<file path="src/hw/fe_pkg.sv">
// ======================================
// fe package
// shared widths, vector types, command and
// queue structs and the enums of the
// instruction-fetch front end.
// ======================================

`default_nettype none

package fe_pkg;

  localparam int vaddr_w        = 32;
  localparam int paddr_w        = 32;
  localparam int page_ofs_w     = 12;
  localparam int vtag_w         = vaddr_w - page_ofs_w;
  localparam int ptag_w         = paddr_w - page_ofs_w;
  localparam int itag_w         = 26;
  localparam int tag_ofs_w      = itag_w - ptag_w;
  localparam int instr_w        = 32;
  localparam int itlb_els       = 4;
  localparam int itlb_ptr_w     = $clog2(itlb_els);
  localparam int icache_sets    = 16;
  localparam int icache_idx_w   = $clog2(icache_sets);
  localparam int icache_idx_lsb = 2;
  // physical pages with this bit set belong to the I/O region.
  localparam int io_ptag_bit    = ptag_w - 1;

  typedef logic [vaddr_w-1:0]      vaddr_t;
  typedef logic [paddr_w-1:0]      paddr_t;
  typedef logic [vtag_w-1:0]       vtag_t;
  typedef logic [ptag_w-1:0]       ptag_t;
  typedef logic [itag_w-1:0]       itag_t;
  typedef logic [instr_w-1:0]      instr_t;
  typedef logic [itlb_ptr_w-1:0]   itlb_ptr_t;
  typedef logic [icache_idx_w-1:0] icache_idx_t;

  typedef enum logic [1:0] {
    e_priv_u = 2'b00,
    e_priv_s = 2'b01
  } priv_e;

  typedef enum logic [1:0] {
    e_cmd_redirect,
    e_cmd_itlb_fill,
    e_cmd_itlb_fence,
    e_cmd_icache_fence
  } fe_cmd_op_e;

  typedef enum logic [1:0] {
    e_op_fetch,
    e_op_itlb_fill,
    e_op_itlb_fence,
    e_op_icache_fence
  } fetch_op_e;

  typedef enum logic [2:0] {
    e_q_instr,
    e_q_itlb_miss,
    e_q_page_fault,
    e_q_access_fault,
    e_q_icache_miss
  } fe_queue_type_e;

  typedef enum logic [1:0] {
    e_idle,
    e_run,
    e_stall
  } pc_gen_state_e;

  typedef struct packed {
    ptag_t ptag;
    logic  u;
    logic  x;
  } tlb_entry_s;

  // ======================================
  // interface payloads
  // ======================================

  typedef struct packed {
    fe_cmd_op_e op;
    vaddr_t     pc;
    priv_e      priv;
    logic       translation_en;
    vtag_t      vtag;
    tlb_entry_s entry;
  } fe_cmd_s;

  typedef struct packed {
    fetch_op_e  op;
    vaddr_t     vaddr;
    vtag_t      vtag;
    tlb_entry_s entry;
  } fetch_cmd_s;

  typedef struct packed {
    fe_queue_type_e qtype;
    vaddr_t         pc;
    instr_t         instr;
  } fe_queue_s;

  typedef struct packed {
    paddr_t paddr;
    instr_t instr;
  } icache_fill_s;

  typedef struct packed {
    fe_queue_type_e qtype;
    instr_t         instr;
  } fetch_result_s;

endpackage

`default_nettype wire

</file>
<file path="src/hw/fe_fault_check.sv">
// ======================================
// fe_fault_check
// classifies a stage-1 lookup into an
// instruction or a single exception.
// ======================================

`timescale 1ns/1ps
`default_nettype none

module fe_fault_check (
  input  logic                  itlb_hit_i,
  input  fe_pkg::tlb_entry_s    entry_i,
  input  fe_pkg::ptag_t         ptag_i,
  input  fe_pkg::priv_e         priv_i,
  input  logic                  translation_en_i,
  input  logic                  tag_hit_i,
  input  fe_pkg::instr_t        instr_i,
  output fe_pkg::fetch_result_s result_o
);

  logic priv_fault, exe_fault, page_fault, access_fault;

  // supervisor may not run user pages, user may only run user pages.
  assign priv_fault   = ((priv_i == fe_pkg::e_priv_s) & entry_i.u)
                      | ((priv_i == fe_pkg::e_priv_u) & ~entry_i.u);
  assign exe_fault    = ~entry_i.x;
  assign page_fault   = translation_en_i & (priv_fault | exe_fault);
  assign access_fault = ptag_i[fe_pkg::io_ptag_bit];

  always_comb begin
    result_o.instr = instr_i;
    if (translation_en_i && !itlb_hit_i) begin
      result_o.qtype = fe_pkg::e_q_itlb_miss;
    end else if (page_fault) begin
      result_o.qtype = fe_pkg::e_q_page_fault;
    end else if (access_fault) begin
      result_o.qtype = fe_pkg::e_q_access_fault;
    end else if (!tag_hit_i) begin
      result_o.qtype = fe_pkg::e_q_icache_miss;
    end else begin
      result_o.qtype = fe_pkg::e_q_instr;
    end
  end

endmodule

`default_nettype wire

</file>
<file path="src/hw/fe_icache.sv">
// ======================================
// fe_icache
// sixteen-line direct-mapped VIPT
// instruction cache, one word per line,
// with fill port, fence and registered
// lookup.
// ======================================

`timescale 1ns/1ps
`default_nettype none

module fe_icache (
  input  logic                 clk_i,
  input  logic                 reset_i,
  input  fe_pkg::fetch_cmd_s   fetch_cmd_i,
  input  logic                 fetch_v_i,
  input  fe_pkg::ptag_t        ptag_i,
  input  fe_pkg::icache_fill_s fill_i,
  input  logic                 fill_v_i,
  output logic                 fill_ready_o,
  output logic                 tag_hit_o,
  output fe_pkg::instr_t       instr_o
);

  fe_pkg::itag_t                  tag_mem  [fe_pkg::icache_sets];
  fe_pkg::instr_t                 data_mem [fe_pkg::icache_sets];
  logic [fe_pkg::icache_sets-1:0] line_v_r;
  fe_pkg::icache_idx_t            rd_idx, wr_idx;
  fe_pkg::itag_t                  tag_r;
  logic                           lv_r;
  logic [fe_pkg::tag_ofs_w-1:0]   ofs_r;
  logic                           lookup_v, fence_v, fill_acc;

  assign lookup_v = fetch_v_i & (fetch_cmd_i.op == fe_pkg::e_op_fetch);
  assign fence_v  = fetch_v_i & (fetch_cmd_i.op == fe_pkg::e_op_icache_fence);

  // the arrays have one port, so a fill waits out any lookup or fence.
  assign fill_ready_o = ~(lookup_v | fence_v);
  assign fill_acc     = fill_v_i & fill_ready_o;

  assign rd_idx = fetch_cmd_i.vaddr[fe_pkg::icache_idx_lsb +: fe_pkg::icache_idx_w];
  assign wr_idx = fill_i.paddr[fe_pkg::icache_idx_lsb +: fe_pkg::icache_idx_w];

  always_ff @(posedge clk_i) begin
    if (reset_i) begin
      line_v_r <= '0;
    end else if (fence_v) begin
      line_v_r <= '0;
    end else if (fill_acc) begin
      line_v_r[wr_idx] <= 1'b1;
    end
  end

  // ======================================
  // arrays and stage-1 registers
  // ======================================

  always_ff @(posedge clk_i) begin
    if (fill_acc) begin
      tag_mem[wr_idx]  <= fill_i.paddr[fe_pkg::paddr_w-1 -: fe_pkg::itag_w];
      data_mem[wr_idx] <= fill_i.instr;
    end
    if (lookup_v) begin
      tag_r   <= tag_mem[rd_idx];
      lv_r    <= line_v_r[rd_idx];
      instr_o <= data_mem[rd_idx];
      ofs_r   <= fetch_cmd_i.vaddr[fe_pkg::page_ofs_w-1 -: fe_pkg::tag_ofs_w];
    end
  end

  // the low tag bits sit inside the page offset and are untranslated.
  assign tag_hit_o = lv_r & (tag_r == {ptag_i, ofs_r});

endmodule

`default_nettype wire

</file>
<file path="src/hw/fe_itlb.sv">
// ======================================
// fe_itlb
// four-entry fully associative ITLB with
// fill, fence and a registered lookup.
// ======================================

`timescale 1ns/1ps
`default_nettype none

module fe_itlb (
  input  logic               clk_i,
  input  logic               reset_i,
  input  fe_pkg::fetch_cmd_s fetch_cmd_i,
  input  logic               fetch_v_i,
  input  logic               translation_en_i,
  output fe_pkg::ptag_t      ptag_o,
  output logic               hit_o,
  output fe_pkg::tlb_entry_s entry_o
);

  fe_pkg::vtag_t                 vtag_r [fe_pkg::itlb_els];
  fe_pkg::tlb_entry_s            tlb_r  [fe_pkg::itlb_els];
  logic [fe_pkg::itlb_els-1:0]   v_r;
  logic [fe_pkg::itlb_els-1:0]   look_match, fill_match;
  fe_pkg::itlb_ptr_t             victim_r, fill_idx, match_idx;
  fe_pkg::vtag_t                 look_vtag;
  logic                          look_hit, fill_hit;
  logic                          lookup_v, fill_v, fence_v;

  assign lookup_v  = fetch_v_i & (fetch_cmd_i.op == fe_pkg::e_op_fetch);
  assign fill_v    = fetch_v_i & (fetch_cmd_i.op == fe_pkg::e_op_itlb_fill);
  assign fence_v   = fetch_v_i & (fetch_cmd_i.op == fe_pkg::e_op_itlb_fence);
  assign look_vtag = fetch_cmd_i.vaddr[fe_pkg::vaddr_w-1 -: fe_pkg::vtag_w];

  // lowest matching entry wins. a fill of a mapped vtag rewrites it in place.
  always_comb begin
    match_idx = '0;
    fill_idx  = victim_r;
    for (int i = fe_pkg::itlb_els - 1; i >= 0; i--) begin
      look_match[i] = v_r[i] & (vtag_r[i] == look_vtag);
      fill_match[i] = v_r[i] & (vtag_r[i] == fetch_cmd_i.vtag);
      if (look_match[i]) match_idx = fe_pkg::itlb_ptr_t'(i);
      if (fill_match[i]) fill_idx = fe_pkg::itlb_ptr_t'(i);
    end
  end

  assign look_hit = |look_match;
  assign fill_hit = |fill_match;

  always_ff @(posedge clk_i) begin
    if (reset_i) begin
      v_r      <= '0;
      victim_r <= '0;
    end else if (fence_v) begin
      v_r <= '0;
    end else if (fill_v) begin
      v_r[fill_idx] <= 1'b1;
      if (!fill_hit) begin
        victim_r <= victim_r + 1'b1;
      end
    end
  end

  always_ff @(posedge clk_i) begin
    if (fill_v) begin
      vtag_r[fill_idx] <= fetch_cmd_i.vtag;
      tlb_r[fill_idx]  <= fetch_cmd_i.entry;
    end
    if (lookup_v) begin
      if (translation_en_i) begin
        hit_o   <= look_hit;
        ptag_o  <= tlb_r[match_idx].ptag;
        entry_o <= tlb_r[match_idx];
      end else begin
        // bare mode maps the page straight through.
        hit_o   <= 1'b1;
        ptag_o  <= look_vtag;
        entry_o <= '{ptag: look_vtag, u: 1'b0, x: 1'b1};
      end
    end
  end

endmodule

`default_nettype wire

</file>
<file path="src/hw/fe_pc_gen.sv">
// ======================================
// fe_pc_gen
// front-end control. tracks pc, privilege
// and translation mode, arbitrates the
// issue slot, builds queue entries and
// handles replay and exception stall.
// ======================================

`timescale 1ns/1ps
`default_nettype none

module fe_pc_gen (
  input  logic                  clk_i,
  input  logic                  reset_i,
  input  fe_pkg::fe_cmd_s       fe_cmd_i,
  input  logic                  fe_cmd_v_i,
  output logic                  fe_cmd_ready_o,
  output fe_pkg::fe_queue_s     fe_queue_o,
  output logic                  fe_queue_v_o,
  input  logic                  fe_queue_ready_i,
  output fe_pkg::fetch_cmd_s    fetch_cmd_o,
  output logic                  fetch_v_o,
  output fe_pkg::priv_e         priv_o,
  output logic                  translation_en_o,
  output logic                  poison_o,
  input  fe_pkg::fetch_result_s result_i
);

  fe_pkg::pc_gen_state_e state_r, state_n;
  fe_pkg::vaddr_t        pc_r, pc_n, s1_pc_r;
  logic                  s1_v_r, s1_v_n;
  logic                  cmd_acc, redirect_v, fetch_issue;
  logic                  q_drop, q_exc;

  // commands never wait, they simply take the issue slot.
  assign fe_cmd_ready_o = 1'b1;
  assign cmd_acc        = fe_cmd_v_i & fe_cmd_ready_o;
  assign redirect_v     = cmd_acc & (fe_cmd_i.op == fe_pkg::e_cmd_redirect);
  assign fetch_issue    = (state_r == fe_pkg::e_run) & ~cmd_acc;

  // a redirect kills the stage-1 item in the same cycle.
  assign fe_queue_v_o = s1_v_r & ~redirect_v;
  assign q_drop       = fe_queue_v_o & ~fe_queue_ready_i;
  assign q_exc        = fe_queue_v_o & fe_queue_ready_i
                      & (result_i.qtype != fe_pkg::e_q_instr);
  assign poison_o     = redirect_v | q_drop | q_exc;
  assign s1_v_n       = fetch_issue & ~poison_o;

  assign fe_queue_o = '{qtype: result_i.qtype, pc: s1_pc_r, instr: result_i.instr};

  // ======================================
  // issue slot
  // ======================================

  always_comb begin
    fetch_cmd_o.op    = fe_pkg::e_op_fetch;
    fetch_cmd_o.vaddr = pc_r;
    fetch_cmd_o.vtag  = fe_cmd_i.vtag;
    fetch_cmd_o.entry = fe_cmd_i.entry;
    fetch_v_o         = fetch_issue;
    if (cmd_acc) begin
      case (fe_cmd_i.op)
        fe_pkg::e_cmd_itlb_fill: begin
          fetch_cmd_o.op = fe_pkg::e_op_itlb_fill;
          fetch_v_o      = 1'b1;
        end
        fe_pkg::e_cmd_itlb_fence: begin
          fetch_cmd_o.op = fe_pkg::e_op_itlb_fence;
          fetch_v_o      = 1'b1;
        end
        fe_pkg::e_cmd_icache_fence: begin
          fetch_cmd_o.op = fe_pkg::e_op_icache_fence;
          fetch_v_o      = 1'b1;
        end
        default: begin
          fetch_v_o = 1'b0;
        end
      endcase
    end
  end

  always_comb begin
    state_n = state_r;
    pc_n    = pc_r;
    if (redirect_v) begin
      state_n = fe_pkg::e_run;
      pc_n    = fe_cmd_i.pc;
    end else if (q_drop) begin
      // refetch the dropped item, the younger one is already poisoned.
      pc_n = s1_pc_r;
    end else begin
      if (fetch_issue) begin
        pc_n = pc_r + 32'd4;
      end
      if (q_exc) begin
        state_n = fe_pkg::e_stall;
      end
    end
  end

  always_ff @(posedge clk_i) begin
    if (reset_i) begin
      state_r          <= fe_pkg::e_idle;
      s1_v_r           <= 1'b0;
      priv_o           <= fe_pkg::e_priv_s;
      translation_en_o <= 1'b0;
    end else begin
      state_r <= state_n;
      s1_v_r  <= s1_v_n;
      if (redirect_v) begin
        priv_o           <= fe_cmd_i.priv;
        translation_en_o <= fe_cmd_i.translation_en;
      end
    end
  end

  always_ff @(posedge clk_i) begin
    pc_r <= pc_n;
    if (fetch_issue) begin
      s1_pc_r <= pc_r;
    end
  end

endmodule

`default_nettype wire

</file>
<file path="src/hw/fe_top.sv">
// ======================================
// fe_top
// instruction-fetch front end. joins the
// PC generator, ITLB, I-cache and fault
// checker.
// ======================================

`timescale 1ns/1ps
`default_nettype none

module fe_top (
  input  logic                 clk_i,
  input  logic                 reset_i,
  input  fe_pkg::fe_cmd_s      fe_cmd_i,
  input  logic                 fe_cmd_v_i,
  output logic                 fe_cmd_ready_o,
  output fe_pkg::fe_queue_s    fe_queue_o,
  output logic                 fe_queue_v_o,
  input  logic                 fe_queue_ready_i,
  input  fe_pkg::icache_fill_s fill_i,
  input  logic                 fill_v_i,
  output logic                 fill_ready_o
);

  fe_pkg::fetch_cmd_s    fetch_cmd;
  logic                  fetch_v;
  fe_pkg::priv_e         priv;
  logic                  translation_en;
  fe_pkg::ptag_t         itlb_ptag;
  logic                  itlb_hit;
  fe_pkg::tlb_entry_s    itlb_entry;
  logic                  tag_hit;
  fe_pkg::instr_t        instr;
  fe_pkg::fetch_result_s result;

  fe_pc_gen u_pc_gen (
    .clk_i            (clk_i),
    .reset_i          (reset_i),
    .fe_cmd_i         (fe_cmd_i),
    .fe_cmd_v_i       (fe_cmd_v_i),
    .fe_cmd_ready_o   (fe_cmd_ready_o),
    .fe_queue_o       (fe_queue_o),
    .fe_queue_v_o     (fe_queue_v_o),
    .fe_queue_ready_i (fe_queue_ready_i),
    .fetch_cmd_o      (fetch_cmd),
    .fetch_v_o        (fetch_v),
    .priv_o           (priv),
    .translation_en_o (translation_en),
    .poison_o         (),
    .result_i         (result)
  );

  fe_itlb u_itlb (
    .clk_i            (clk_i),
    .reset_i          (reset_i),
    .fetch_cmd_i      (fetch_cmd),
    .fetch_v_i        (fetch_v),
    .translation_en_i (translation_en),
    .ptag_o           (itlb_ptag),
    .hit_o            (itlb_hit),
    .entry_o          (itlb_entry)
  );

  fe_icache u_icache (
    .clk_i        (clk_i),
    .reset_i      (reset_i),
    .fetch_cmd_i  (fetch_cmd),
    .fetch_v_i    (fetch_v),
    .ptag_i       (itlb_ptag),
    .fill_i       (fill_i),
    .fill_v_i     (fill_v_i),
    .fill_ready_o (fill_ready_o),
    .tag_hit_o    (tag_hit),
    .instr_o      (instr)
  );

  fe_fault_check u_fault_check (
    .itlb_hit_i       (itlb_hit),
    .entry_i          (itlb_entry),
    .ptag_i           (itlb_ptag),
    .priv_i           (priv),
    .translation_en_i (translation_en),
    .tag_hit_i        (tag_hit),
    .instr_i          (instr),
    .result_o         (result)
  );

endmodule

`default_nettype wire

</file>
<file path="config.mk">
export PLATFORM = sky130hd
export DESIGN_NAME = fe_top
export DESIGN_NICKNAME = d
export VERILOG_FILES = /design/src/hw/fe_pkg.sv /design/src/hw/fe_fault_check.sv /design/src/hw/fe_icache.sv /design/src/hw/fe_itlb.sv /design/src/hw/fe_pc_gen.sv /design/src/hw/fe_top.sv
export SDC_FILE = /design/constraint.sdc
export NUM_CORES = 1
export LEC_CHECK = 0
export BUFFER_PORTS_ARGS = -buffer_cell sky130_fd_sc_hd__buf_2
export CELL_PAD_IN_SITES_DETAIL_PLACEMENT = 0
export CELL_PAD_IN_SITES_GLOBAL_PLACEMENT = 1
export CORE_ASPECT_RATIO = 1.4
export CORE_UTILIZATION = 30
export CTS_CLUSTER_DIAMETER = 100
export DETAILED_ROUTE_END_ITERATION = 7
export HOLD_SLACK_MARGIN = 0.06
export PLACE_DENSITY_LB_ADDON = 0.1
export SLEW_MARGIN = 40
export SYNTH_ARGS = -nofsm -noshare
export SYNTH_HDL_FRONTEND = slang
export SYNTH_SLANG_ARGS = --single-unit
</file>
<file path="constraint.sdc">
create_clock -name clk_i -period 27.6 [get_ports clk_i]
set_clock_uncertainty 0.15 [all_clocks]
set_input_delay 0 -clock clk_i [delete_from_list [all_inputs] [get_ports clk_i]]
set_output_delay 0 -clock clk_i [all_outputs]
set_load 0.01 [all_outputs]
</file>
==> run_results.csv, run 1 <==
group,metric,value,unit
status,outcome,"complete, no violations",
power_and_ir_drop,sw_frac_of_total,21.4,%
logic_synthesis,synth_compound_area_share,2.23,%
logic_synthesis,yosysUniqueCellTypes,52,
logic_synthesis,yosysWarningCount,0,
power_and_ir_drop,combPwrFrac,5.6,%
power_and_ir_drop,p_sw,0.904,mW
placed_design,place_ws,23.61,ns
sta,hold_viol,0,
layout,final_common_cell,"edfxtp_1",
critical_path,critPathLaunchType,"register",
floorplan,pin_count,218,
logic_synthesis,synthXorXnorAreaFrac,3.82,%
sta,tightest_slew,0.882,ns
logic_synthesis,ys_seq_elements,1270,
power_and_ir_drop,ir_worst_vdd,0.0579,mV
critical_path,crit_fanout,21,
placed_design,hpwl,78.7,mm
layout,stdcell_area,0.0612,mm^2
logic_synthesis,synthArstFlopShare,0,%
run,drv_cap,0,
placed_design,io_buffers,214,
sta,fin_tns_setup,0,ns
placed_design,placed_area,0.0537,mm^2
critical_path,critical_path_class,"reg2reg",
layout,layout_common_cells,"edfxtp_1 (1242), dlygate4sd3_1 (300), mux4_2 (295), buf_2 (214), clkbuf_16 (140)",
logic_synthesis,synthSimpleGateAreaFrac,2.58,%
logic_synthesis,synth_top_family_by_area,"multiplexers",
grt,grt_busiest_layer,"met2",
critical_path,crit_path_end_kind,"register",
clock_tree,path_clk_slew,0.06,ns
logic_synthesis,synthesis.instances,2320,
clock_tree,clockBufferDepth,3,
power_and_ir_drop,p_seq_share,51.3,%
sta,slew_headroom,41.2,%
route,drc,0,
clock_tree,cts_root_buffer,"clkbuf_16",
logic_synthesis,synth-edff-count,1242,
grt,grt_max_degree,66,
sta,maxClockFrequency,0.252,GHz
power_and_ir_drop,powerDensity,69.0,mW/mm^2
sta,fin_crit_sh,14.4,%
floorplan,die_h,483,um
sta,report.final.slew_viol_count,0,
power_and_ir_drop,p_clk_share,43.2,%
power_and_ir_drop,total_power,4.22,mW
floorplan,rows,176,
clock_tree,cts_buffers,137,
grt,met1_usage,21.8,%
power_and_ir_drop,leakagePower,19.6,nW
clock_tree,htreeDepth,4,
logic_synthesis,synthAdderAreaFrac,0.0252,%
route,postRouteAntennaNets,0,
logic_synthesis,muxShareOfSynthArea,13.8,%
route,first_iter_violations,1791,
grt,grt_pass1_vias,27300,
floorplan,die_area,0.167,mm^2
hold_path,hold_path.class,"in2reg",
route,wl,144,mm
clock_tree,cts_tree,"yes",
layout,finalNetCount,3081,
critical_path,crit_arrival,4.32,ns
logic_synthesis,ys_seq_area_share,76.4,%
sta,final-setup-viol-count,0,
logic_synthesis,ys.flop_type,"edfxtp_1",
logic_synthesis,avgSynthCellArea,21.4,um^2
clock_tree,cts_sinks,1270,
grt,use_met3,3.19,%
route,vias,25300,
sta,hold_slack,0.118,ns
floorplan,die_w,345,um
grt,antenna_found_initial,16,
floorplan,start_util,30.2,%
placed_design,gp_congestion,0.820,
grt,grt_pass1_wl,205,mm
grt,grt.overflow.total,0,
clock_tree,clock_latency,0.77,ns
layout,drive_above_1_share,26.6,%
grt,globalRouteMet2Util,30.2,%
logic_synthesis,synth_area,0.0496,mm^2
critical_path,worstPathRequired,27.96,ns
sta,finalWorstSetupSlack,23.63,ns
clock_tree,cts_setup_buffers,0,
sta,rsz0062_at_grt,"no",
route,first_pass_iters,5,
grt,grtUsageTotal,17.4,%
power_and_ir_drop,intPower,3.31,mW
layout,syn_to_final_growth,23.4,%
route,wire_per_inst,27.8,um
sta,finalCriticalPeriod,3.97,ns
route,viasPerCell,4.88,
floorplan,coreArea,0.164,mm^2
logic_synthesis,syn-num-nets,2469,
[logic make-up (layout without fill, tap and decap cells)]
group	count (synthesis)	after routing
AO/OA/AOI/OAI	168	168
XOR/XNOR	216	216
adder cells (fa/ha/maj)	1	1
buffers and inverters	126	844
flip-flops	1270	1270
multiplexers	316	316
other	1	8
AND/OR/NAND/NOR	222	222
[cells in the mapped netlist, drive strengths merged (26+ instances only)]
master | n | share of area (%)
nand4 | 34 | 0.43
xnor2 | 110 | 1.9
xor2 | 106 | 1.9
o21ai | 53 | 0.54
mux4 | 295 | 13
buf | 69 | 0.68
edfxtp | 1242 | 75
clkbuf | 50 | 0.38
dfxtp | 28 | 1.1
nor2 | 26 | 0.20
a21oi | 28 | 0.28
a22oi | 29 | 0.44
nand2 | 33 | 0.25
nor4 | 27 | 0.37
[path summary, 6_finish.rpt]
path	from	endpoint	slack, ns	cells after the start
worst max register to register	u_pc_gen.pc_r[27]	u_itlb.entry_o[1]	23.63	8
worst min-delay path	fill_i[43]	u_icache.tag_mem[7][5]	0.12	2
worst max-delay path	u_pc_gen.pc_r[27]	u_itlb.entry_o[1]	23.63	8
worst min register to register	u_pc_gen.pc_r[0]	u_pc_gen.s1_pc_r[0]	0.28	0
[critical path, cell delays in order, from the launching register on]
cell and delay [ns]:
edfxtp_1 0.88, xor2_1 0.15, nor4_1 0.40, nand4_1 0.22, nor3_2 0.65, o21bai_2 0.24
buf_4 0.40, mux2_1 0.37, o211a_1 0.21
[repair_timing]
item | CTS | global route
gates resized for setup | 0 | 0
hold endpoints to repair | 1527 | 0
hold buffers | 300 | 0
[state kept, by name (all words and copies together) (netlist names), 2 cells and up]
register           cells
u_itlb.tlb_r          88
u_itlb.victim_r        2
u_pc_gen.s1_pc_r      32
u_pc_gen.state_r       2
u_itlb.vtag_r         80
u_icache.tag_r        26
u_pc_gen.pc_r         32
u_itlb.ptag_o         20
u_icache.instr_o      32
u_icache.line_v_r     16
u_itlb.v_r             4
u_pc_gen.priv_o        2
u_itlb.entry_o         2
u_icache.data_mem    512
u_icache.tag_mem     416
[metrics by stage]
step           utilization, %  cells
2_1_floorplan               -   2320
3_3_place_gp             32.6   4617
3_5_place_dp             32.8   4628
4_1_cts                  37.2   5173
5_1_grt                  37.3   5178
6_report                 37.3   5181
[area by class of cell]
type	count	area, um^2
antenna	7	17.5
clock buffer	181	3670
clock inverter	64	701
fill	15100	103000
inverter	7	26.3
multi-input combinational	924	11300
sequential	1270	37900
tap	2136	2670
timing repair buffer	592	4900
[power by group through the flow]
stage               Clock [mW]  Combinational (mW)  Sequential (mW)
global placement             0               0.197             2.20
global route              1.94               0.254             2.16
CTS                       1.88               0.242             2.16
floorplan                    0               0.112             2.20
detailed placement           0               0.203             2.20
finish                    1.82               0.236             2.16
[layer usage]
layer  vias up  wire (um)
li1      10800          -
met1     13500      60200
met2       640      73200
met3       229       6200
met4        20       4240
met5         -        126
Power figures use the tool's default switching activity.
==> run 2: changes to the inputs <==
Settings changed: ABC_AREA from default to 1.
Clock period 27.6 ns to 3.7 ns, I/O delays scaled along.
==> run 2 against run 1 <==
  * Global-route usage increased by 3.2 points
  * Power increased to 7.5 times the previous value
  * Synthesized cell count increased by 85%
  * Clock power increased to 7.3 times the previous value
  * Via count increased by 42%
  * Cell count increased by 41%
  * Die area increased by 5.1%
  * Final area increased by 5.9%
  * Highest routed layer unchanged
==> run_results.csv, run 2 <==
group,metric,value,unit
status,outcome,"complete, no violations",
critical_path,r2r-end,"u_pc_gen.pc_r[28]",
grt,grt_pass1_wl,262,mm
logic_synthesis,synthArstFlopShare,0,%
sta,fin_tns_setup,0,ns
critical_path,crit_arrival,3.89,ns
clock_tree,cts_sinks,1270,
logic_synthesis,synth-edff-count,1242,
hold_path,hold_path.class,"in2reg",
route,vias,36000,
critical_path,crit_path_end_kind,"register",
layout,regMostFlops,"u_icache.data_mem",
clock_tree,htreeDepth,4,
hold_path,hold_end,"u_pc_gen.pc_r[2]",
layout,regArea,0.0379,mm^2
layout,layout_common_cells,"edfxtp_1 (1242), nor2_1 (675), nand2_1 (617), o21ai_0 (520), dlygate4sd3_1 (348)",
placed_design,hpwl,109,mm
critical_path,slowest_delay,0.56,ns
power_and_ir_drop,leakagePower,22.4,nW
floorplan,die_w,354,um
hold_path,hold_path_depth,4,
placed_design,placed_area,0.0569,mm^2
logic_synthesis,yosysUniqueCellTypes,43,
logic_synthesis,yosysTopAreaCell,"edfxtp_1",
critical_path,crit_fanout,16,
power_and_ir_drop,ir_worst_vdd,0.481,mV
sta,report.final.slew_viol_count,0,
sta,rsz0062_at_grt,"no",
critical_path,worstRegToRegCells,15,
critical_path,crit_family,"buffers and inverters",
sta,hold_slack,0.116,ns
sta,finalCriticalPeriod,3.39,ns
logic_synthesis,ys_seq_area_share,72.7,%
logic_synthesis,synth_area,0.0521,mm^2
logic_synthesis,yosysMostFrequentCell,"edfxtp_1",
sta,slew_headroom,45.3,%
logic_synthesis,yosysWarningCount,0,
layout,stdcell_area,0.0647,mm^2
grt,grt_pass1_vias,36800,
hold_path,min_from,"fe_cmd_i[47]",
logic_synthesis,avgSynthCellArea,12.1,um^2
layout,nFillCells,16900,
layout,finalNetCount,5057,
floorplan,die_h,495,um
layout,syn_to_final_growth,24.3,%
sta,maxClockFrequency,0.295,GHz
logic_synthesis,synth_top_area_share,71.6,%
layout,largest_reg_flops,512,
route,postRouteAntennaNets,0,
route,first_pass_iters,5,
sta,tightest_slew,0.821,ns
floorplan,start_util,30.3,%
floorplan,pin_count,218,
critical_path,cpMaxStageDelayCell,"dlygate4sd3_1",
logic_synthesis,synthesis.instances,4295,
critical_path,critPathLaunchType,"input pin",
logic_synthesis,syn-num-nets,4444,
clock_tree,cts_resized,0,
critical_path,worstPathRequired,4.20,ns
route,viasPerCell,4.94,
placed_design,io_buffers,214,
sta,hold_viol,0,
floorplan,coreArea,0.172,mm^2
critical_path,path_buf_inv,7,
route,drc,0,
route,first_iter_violations,2170,
power_and_ir_drop,total_power,31.7,mW
layout,reg_top3,"u_icache.data_mem x512, u_icache.tag_mem x416, u_itlb.tlb_r x88",
critical_path,r2r_slack,0.43,ns
grt,grt_max_degree,177,
layout,drive_above_1_share,11.8,%
power_and_ir_drop,powerDensity,489,mW/mm^2
run,drv_cap,0,
sta,fin_crit_sh,91.6,%
grt,grt.overflow.total,0,
logic_synthesis,ys.flop_type,"edfxtp_1",
clock_tree,clock_latency,0.80,ns
grt,antenna_found_initial,14,
critical_path,rr_startpoint,"u_pc_gen.pc_r[3]",
critical_path,worstPathCellList,"dlygate4sd3_1, buf_2, nor3_2, dlygate4sd3_1, buf_4, inv_1, nand2_1, nor2_2, nor2_2, inv_1, a21oi_1, o21ai_0, nand3_1, dlygate4sd3_1",
route,wire_per_inst,25.0,um
clock_tree,path_clk_slew,0.06,ns
layout,multi_input_area,0.0125,mm^2
route,wl,182,mm
sta,final-setup-viol-count,0,
logic_synthesis,ys_seq_elements,1270,
logic_synthesis,synthTopCellsByCount,"edfxtp_1 (1242), nor2_1 (695), nand2_1 (618), o21ai_0 (520), inv_1 (217)",
layout,final_common_cell,"edfxtp_1",
clock_tree,cts_root_buffer,"clkbuf_16",
grt,grtUsageTotal,20.6,%
clock_tree,cts_tree,"yes",
clock_tree,clockBufferDepth,3,
critical_path,critPathMostFrequentCell,"dlygate4sd3_1",
critical_path,critical_path_class,"in2reg",
floorplan,rows,180,
placed_design,gp_congestion,0.911,
logic_synthesis,synth_area_leaders,"edfxtp_1 (72%), nor2_1 (5.0%), o21ai_0 (5.0%)",
clock_tree,cts_buffers,140,
floorplan,die_area,0.175,mm^2
layout,utilization,37.6,%
## run 2: changes by cell type in the layout (fill, tap and decap cells not counted), sizes merged, moves of 42 or more
cell         change
nor2           +677
nand2          +589
o21ai          +468
mux4           -295
inv            +222
nand3          +183
o22ai          +176
o221ai         +104
xnor2           -77
buf             +71
xor2            -68
dlygate4sd3     +48
nand3b          +42
## run 2: power by group
part,switching [mW],total (mW),internal [mW]
Combinational,1.50,2.24,0.747
Clock,5.92,13.3,7.39
Sequential,0.0803,16.1,16.0
## run 2: what timing repair did
| item | 4_1_cts | 5_1_grt |
|---|---|---|
| setup buffers | 0 | 2 |
| hold buffers | 348 | 0 |
| setup endpoints to repair | 0 | 2 |
| hold endpoints to repair | 1848 | 0 |
## run 2: area by class of cell
class,instances,share of cell area (%)
timing repair buffer,711,9.82
multi-input combinational,2555,19.3
clock inverter,66,0.918
clock buffer,182,5.70
tap,2275,4.40
inverter,230,1.38
sequential,1270,58.5
antenna,5,0.0193
## run 2: cells by family after synthesis
group           count (synthesis)  synth area share, %
flops                        1270                 72.7
fa+ha+maj                       1               0.0240
simple gates                 1621                 12.8
xor+xnor                       71                 1.19
buf+inv                       470                 3.62
compound gates                861                 9.69
other cells                     1              0.00720
## run 2: stage by stage
stage	std cells	worst slack, ns
after detailed placement	6690	0.590
after global routing	7291	0.0270
after global placement	6690	0.658
after floorplan	4295	-0.241
final	7294	0.311
after CTS	7286	0.170
## run 2: worst max-delay path by stage
| stage | from | to | slack [ns] | cells after the start |
|---|---|---|---|---|
| 6_report | fe_cmd_i[78] | u_pc_gen.pc_r[14] | 0.31 | 14 |
| 3_5_place_dp | u_pc_gen.pc_r[3] | u_pc_gen.pc_r[30] | 0.59 | 15 |
| 4_1_cts | u_pc_gen.pc_r[2] | u_pc_gen.pc_r[26] | 0.17 | 15 |
| 2_1_floorplan | u_pc_gen.state_r[1] | u_icache.data_mem[10][0] | -0.24 | 8 |
| 3_3_place_gp | u_pc_gen.pc_r[30] | u_itlb.ptag_o[10] | 0.66 | 17 |
| 5_1_grt | fe_cmd_v_i | u_pc_gen.pc_r[14] | 0.03 | 15 |
## run 2: worst register-to-register path, stage by stage, from the launching register on
cell	delay, ns
edfxtp_1	0.37
ha_1	0.21
inv_1	0.06
nor2_2	0.22
nand2_1	0.14
nor2_1	0.14
nand2_1	0.11
nor2_2	0.23
nand2_1	0.16
nor2_2	0.15
nand2_1	0.12
nor2_1	0.18
xor2_1	0.09
nand2_1	0.08
nand3_1	0.06
dlygate4sd3_1	0.55
## run 2: metal layers
layer  global-route usage [%]  wire (um)
met1                     24.5      74500
met2                     37.8      95500
met3                     2.73       6640
met4                     7.14       5750
met5                        0         65
==> run 3: changes to the inputs <==
==> constraint.sdc (replaced) <==
create_clock -name clk_i -period 3.7 [get_ports clk_i]
set_clock_uncertainty 0.15 [all_clocks]
set_input_delay 0.37 -clock clk_i [delete_from_list [all_inputs] [get_ports clk_i]]
set_output_delay 0.37 -clock clk_i [all_outputs]
set_load 0.01 [all_outputs]
==> run 3 against run 2 <==
  * Global-route usage down 0.56 points
  * Combinational power down 8%
  * Power up 0.29%
  * Count of clock-buffer cells in the layout unchanged
  * Critical endpoint is now fe_queue_o[66]
  * Non-clock buffer count down 211
  * Routed wire length down 2.6%
  * Sequential power about the same
==> run_results.csv, run 3 (synthesized netlist as in run 2, its figures left out) <==
group,metric,value,unit
layout,utilization,36.4,%
placed_design,hpwl,105,mm
grt,antenna_found_initial,14,
sta,tightest_slew,0.827,ns
clock_tree,clockBufferDepth,3,
floorplan,die_area,0.175,mm^2
clock_tree,cts_root_buffer,"clkbuf_16",
placed_design,io_buffers,214,
route,wire_per_inst,25.1,um
clock_tree,cts_buffers,141,
grt,grt.overflow.total,0,
sta,fin_crit_sh,88.0,%
placed_design,placed_area,0.0566,mm^2
grt,grt_pass1_vias,35200,
grt,grt_max_degree,189,
layout,regMostFlops,"u_icache.data_mem",
critical_path,critPathLaunchType,"register",
critical_path,worstPathRequired,3.18,ns
layout,syn_to_final_growth,20.3,%
route,route.met3.wl,5.66,mm
power_and_ir_drop,powerDensity,507,mW/mm^2
sta,finalCriticalPeriod,3.26,ns
clock_tree,cts_sinks,1270,
layout,drive_above_1_share,12.3,%
layout,final_common_cell,"edfxtp_1",
route,dr.max_layer_used,"met5",
sta,hold_slack,0.194,ns
critical_path,crit_path_end_kind,"output pin",
layout,finalNetCount,4847,
layout,largest_reg_flops,512,
hold_path,hold_path.class,"in2reg",
layout,regArea,0.0379,mm^2
route,vias,34900,
clock_tree,clock_latency,0.78,ns
layout,reg_top3,"u_icache.data_mem x512, u_icache.tag_mem x416, u_itlb.tlb_r x88",
critical_path,crit_arrival,2.74,ns
route,first_pass_iters,5,
run,drv_cap,0,
layout,stdcell_area,0.0626,mm^2
sta,slew_headroom,44.9,%
grt,grt_pass1_wl,254,mm
clock_tree,cts_resized,0,
power_and_ir_drop,leakagePower,21.6,nW
grt,grtUsageTotal,20.0,%
clock_tree,cts_tree,"yes",
layout,layout_common_cells,"edfxtp_1 (1242), nor2_1 (675), nand2_1 (617), o21ai_0 (520), buf_2 (214)",
floorplan,start_util,30.3,%
route,drc,0,
route,viasPerCell,4.92,
floorplan,coreArea,0.172,mm^2
clock_tree,path_clk_slew,0.05,ns
route,wl,178,mm
floorplan,pin_count,218,
layout,multi_input_area,0.0125,mm^2
route,met1_length,73.0,mm
power_and_ir_drop,ir_worst_vdd,0.479,mV
clock_tree,htreeDepth,4,
power_and_ir_drop,total_power,31.8,mW
layout,nFillCells,17100,
route,first_iter_violations,2175,
sta,rsz0062_at_grt,"no",
route,wl_met2,93.2,mm
sta,fin_tns_setup,0,ns
floorplan,rows,180,
sta,report.final.slew_viol_count,0,
sta,hold_viol,0,
status,outcome,"complete, no violations",
route,postRouteAntennaNets,0,
critical_path,crit_fanout,3,
placed_design,gp_congestion,0.937,
sta,maxClockFrequency,0.307,GHz
sta,final-setup-viol-count,0,
floorplan,die_h,495,um
critical_path,critical_path_class,"reg2out",
floorplan,die_w,354,um
==> run 3: cell type report <==
cell class | count | area share, %
timing repair buffer | 500 | 6.57
multi-input combinational | 2555 | 20.0
antenna | 4 | 0.0160
clock buffer | 182 | 5.91
clock inverter | 71 | 1.14
sequential | 1270 | 60.4
inverter | 230 | 1.42
tap | 2275 | 4.54
==> run 3: metrics by stage <==
stage / setup WS, ns / std cells
after global placement: 0.550 / 6677
after floorplan: -0.331 / 4295
after CTS: 0.418 / 7079
final: 0.443 / 7087
after detailed placement: 0.581 / 6677
after global routing: 0.297 / 7086
==> run 3: final timing paths <==
check                 startpoint                  end  slack [ns]  cells past startpoint
min reg2reg     u_pc_gen.pc_r[0]  u_pc_gen.s1_pc_r[0]        0.27                      0
max reg2reg     u_pc_gen.pc_r[3]    u_pc_gen.pc_r[21]        0.68                     13
min                 fe_cmd_i[15]  u_itlb.tlb_r[0][15]        0.19                      2
max          u_pc_gen.s1_pc_r[8]       fe_queue_o[66]        0.44                      9
==> run 3: metal layers <==
layer,track usage [%],vias to the layer above
li1,-,16300
met4,6.83,8
met3,2.65,250
met5,0,-
met2,36.9,694
met1,23.8,17700
==> run 3: what timing repair did <==
action                     CTS  global route
buffers inserted             0             0
hold buffers               149             0
hold endpoints to repair  1140             0
==> run 3: critical path, cell delays in order (launching register included) <==
cell and delay [ns]:
edfxtp_1 0.40, inv_1 0.28, o22ai_1 0.12, a211oi_1 0.18
nand2_1 0.08, nor2_1 0.16, nand2_1 0.07, nor2_1 0.41
nor3_1 0.08, buf_2 0.16
==> run 3: power breakdown <==
part | switching (mW) | internal [mW] | total, mW
registers | 0.0767 | 16.0 | 16.1
clock network | 5.96 | 7.63 | 13.6
logic | 1.45 | 0.614 | 2.07
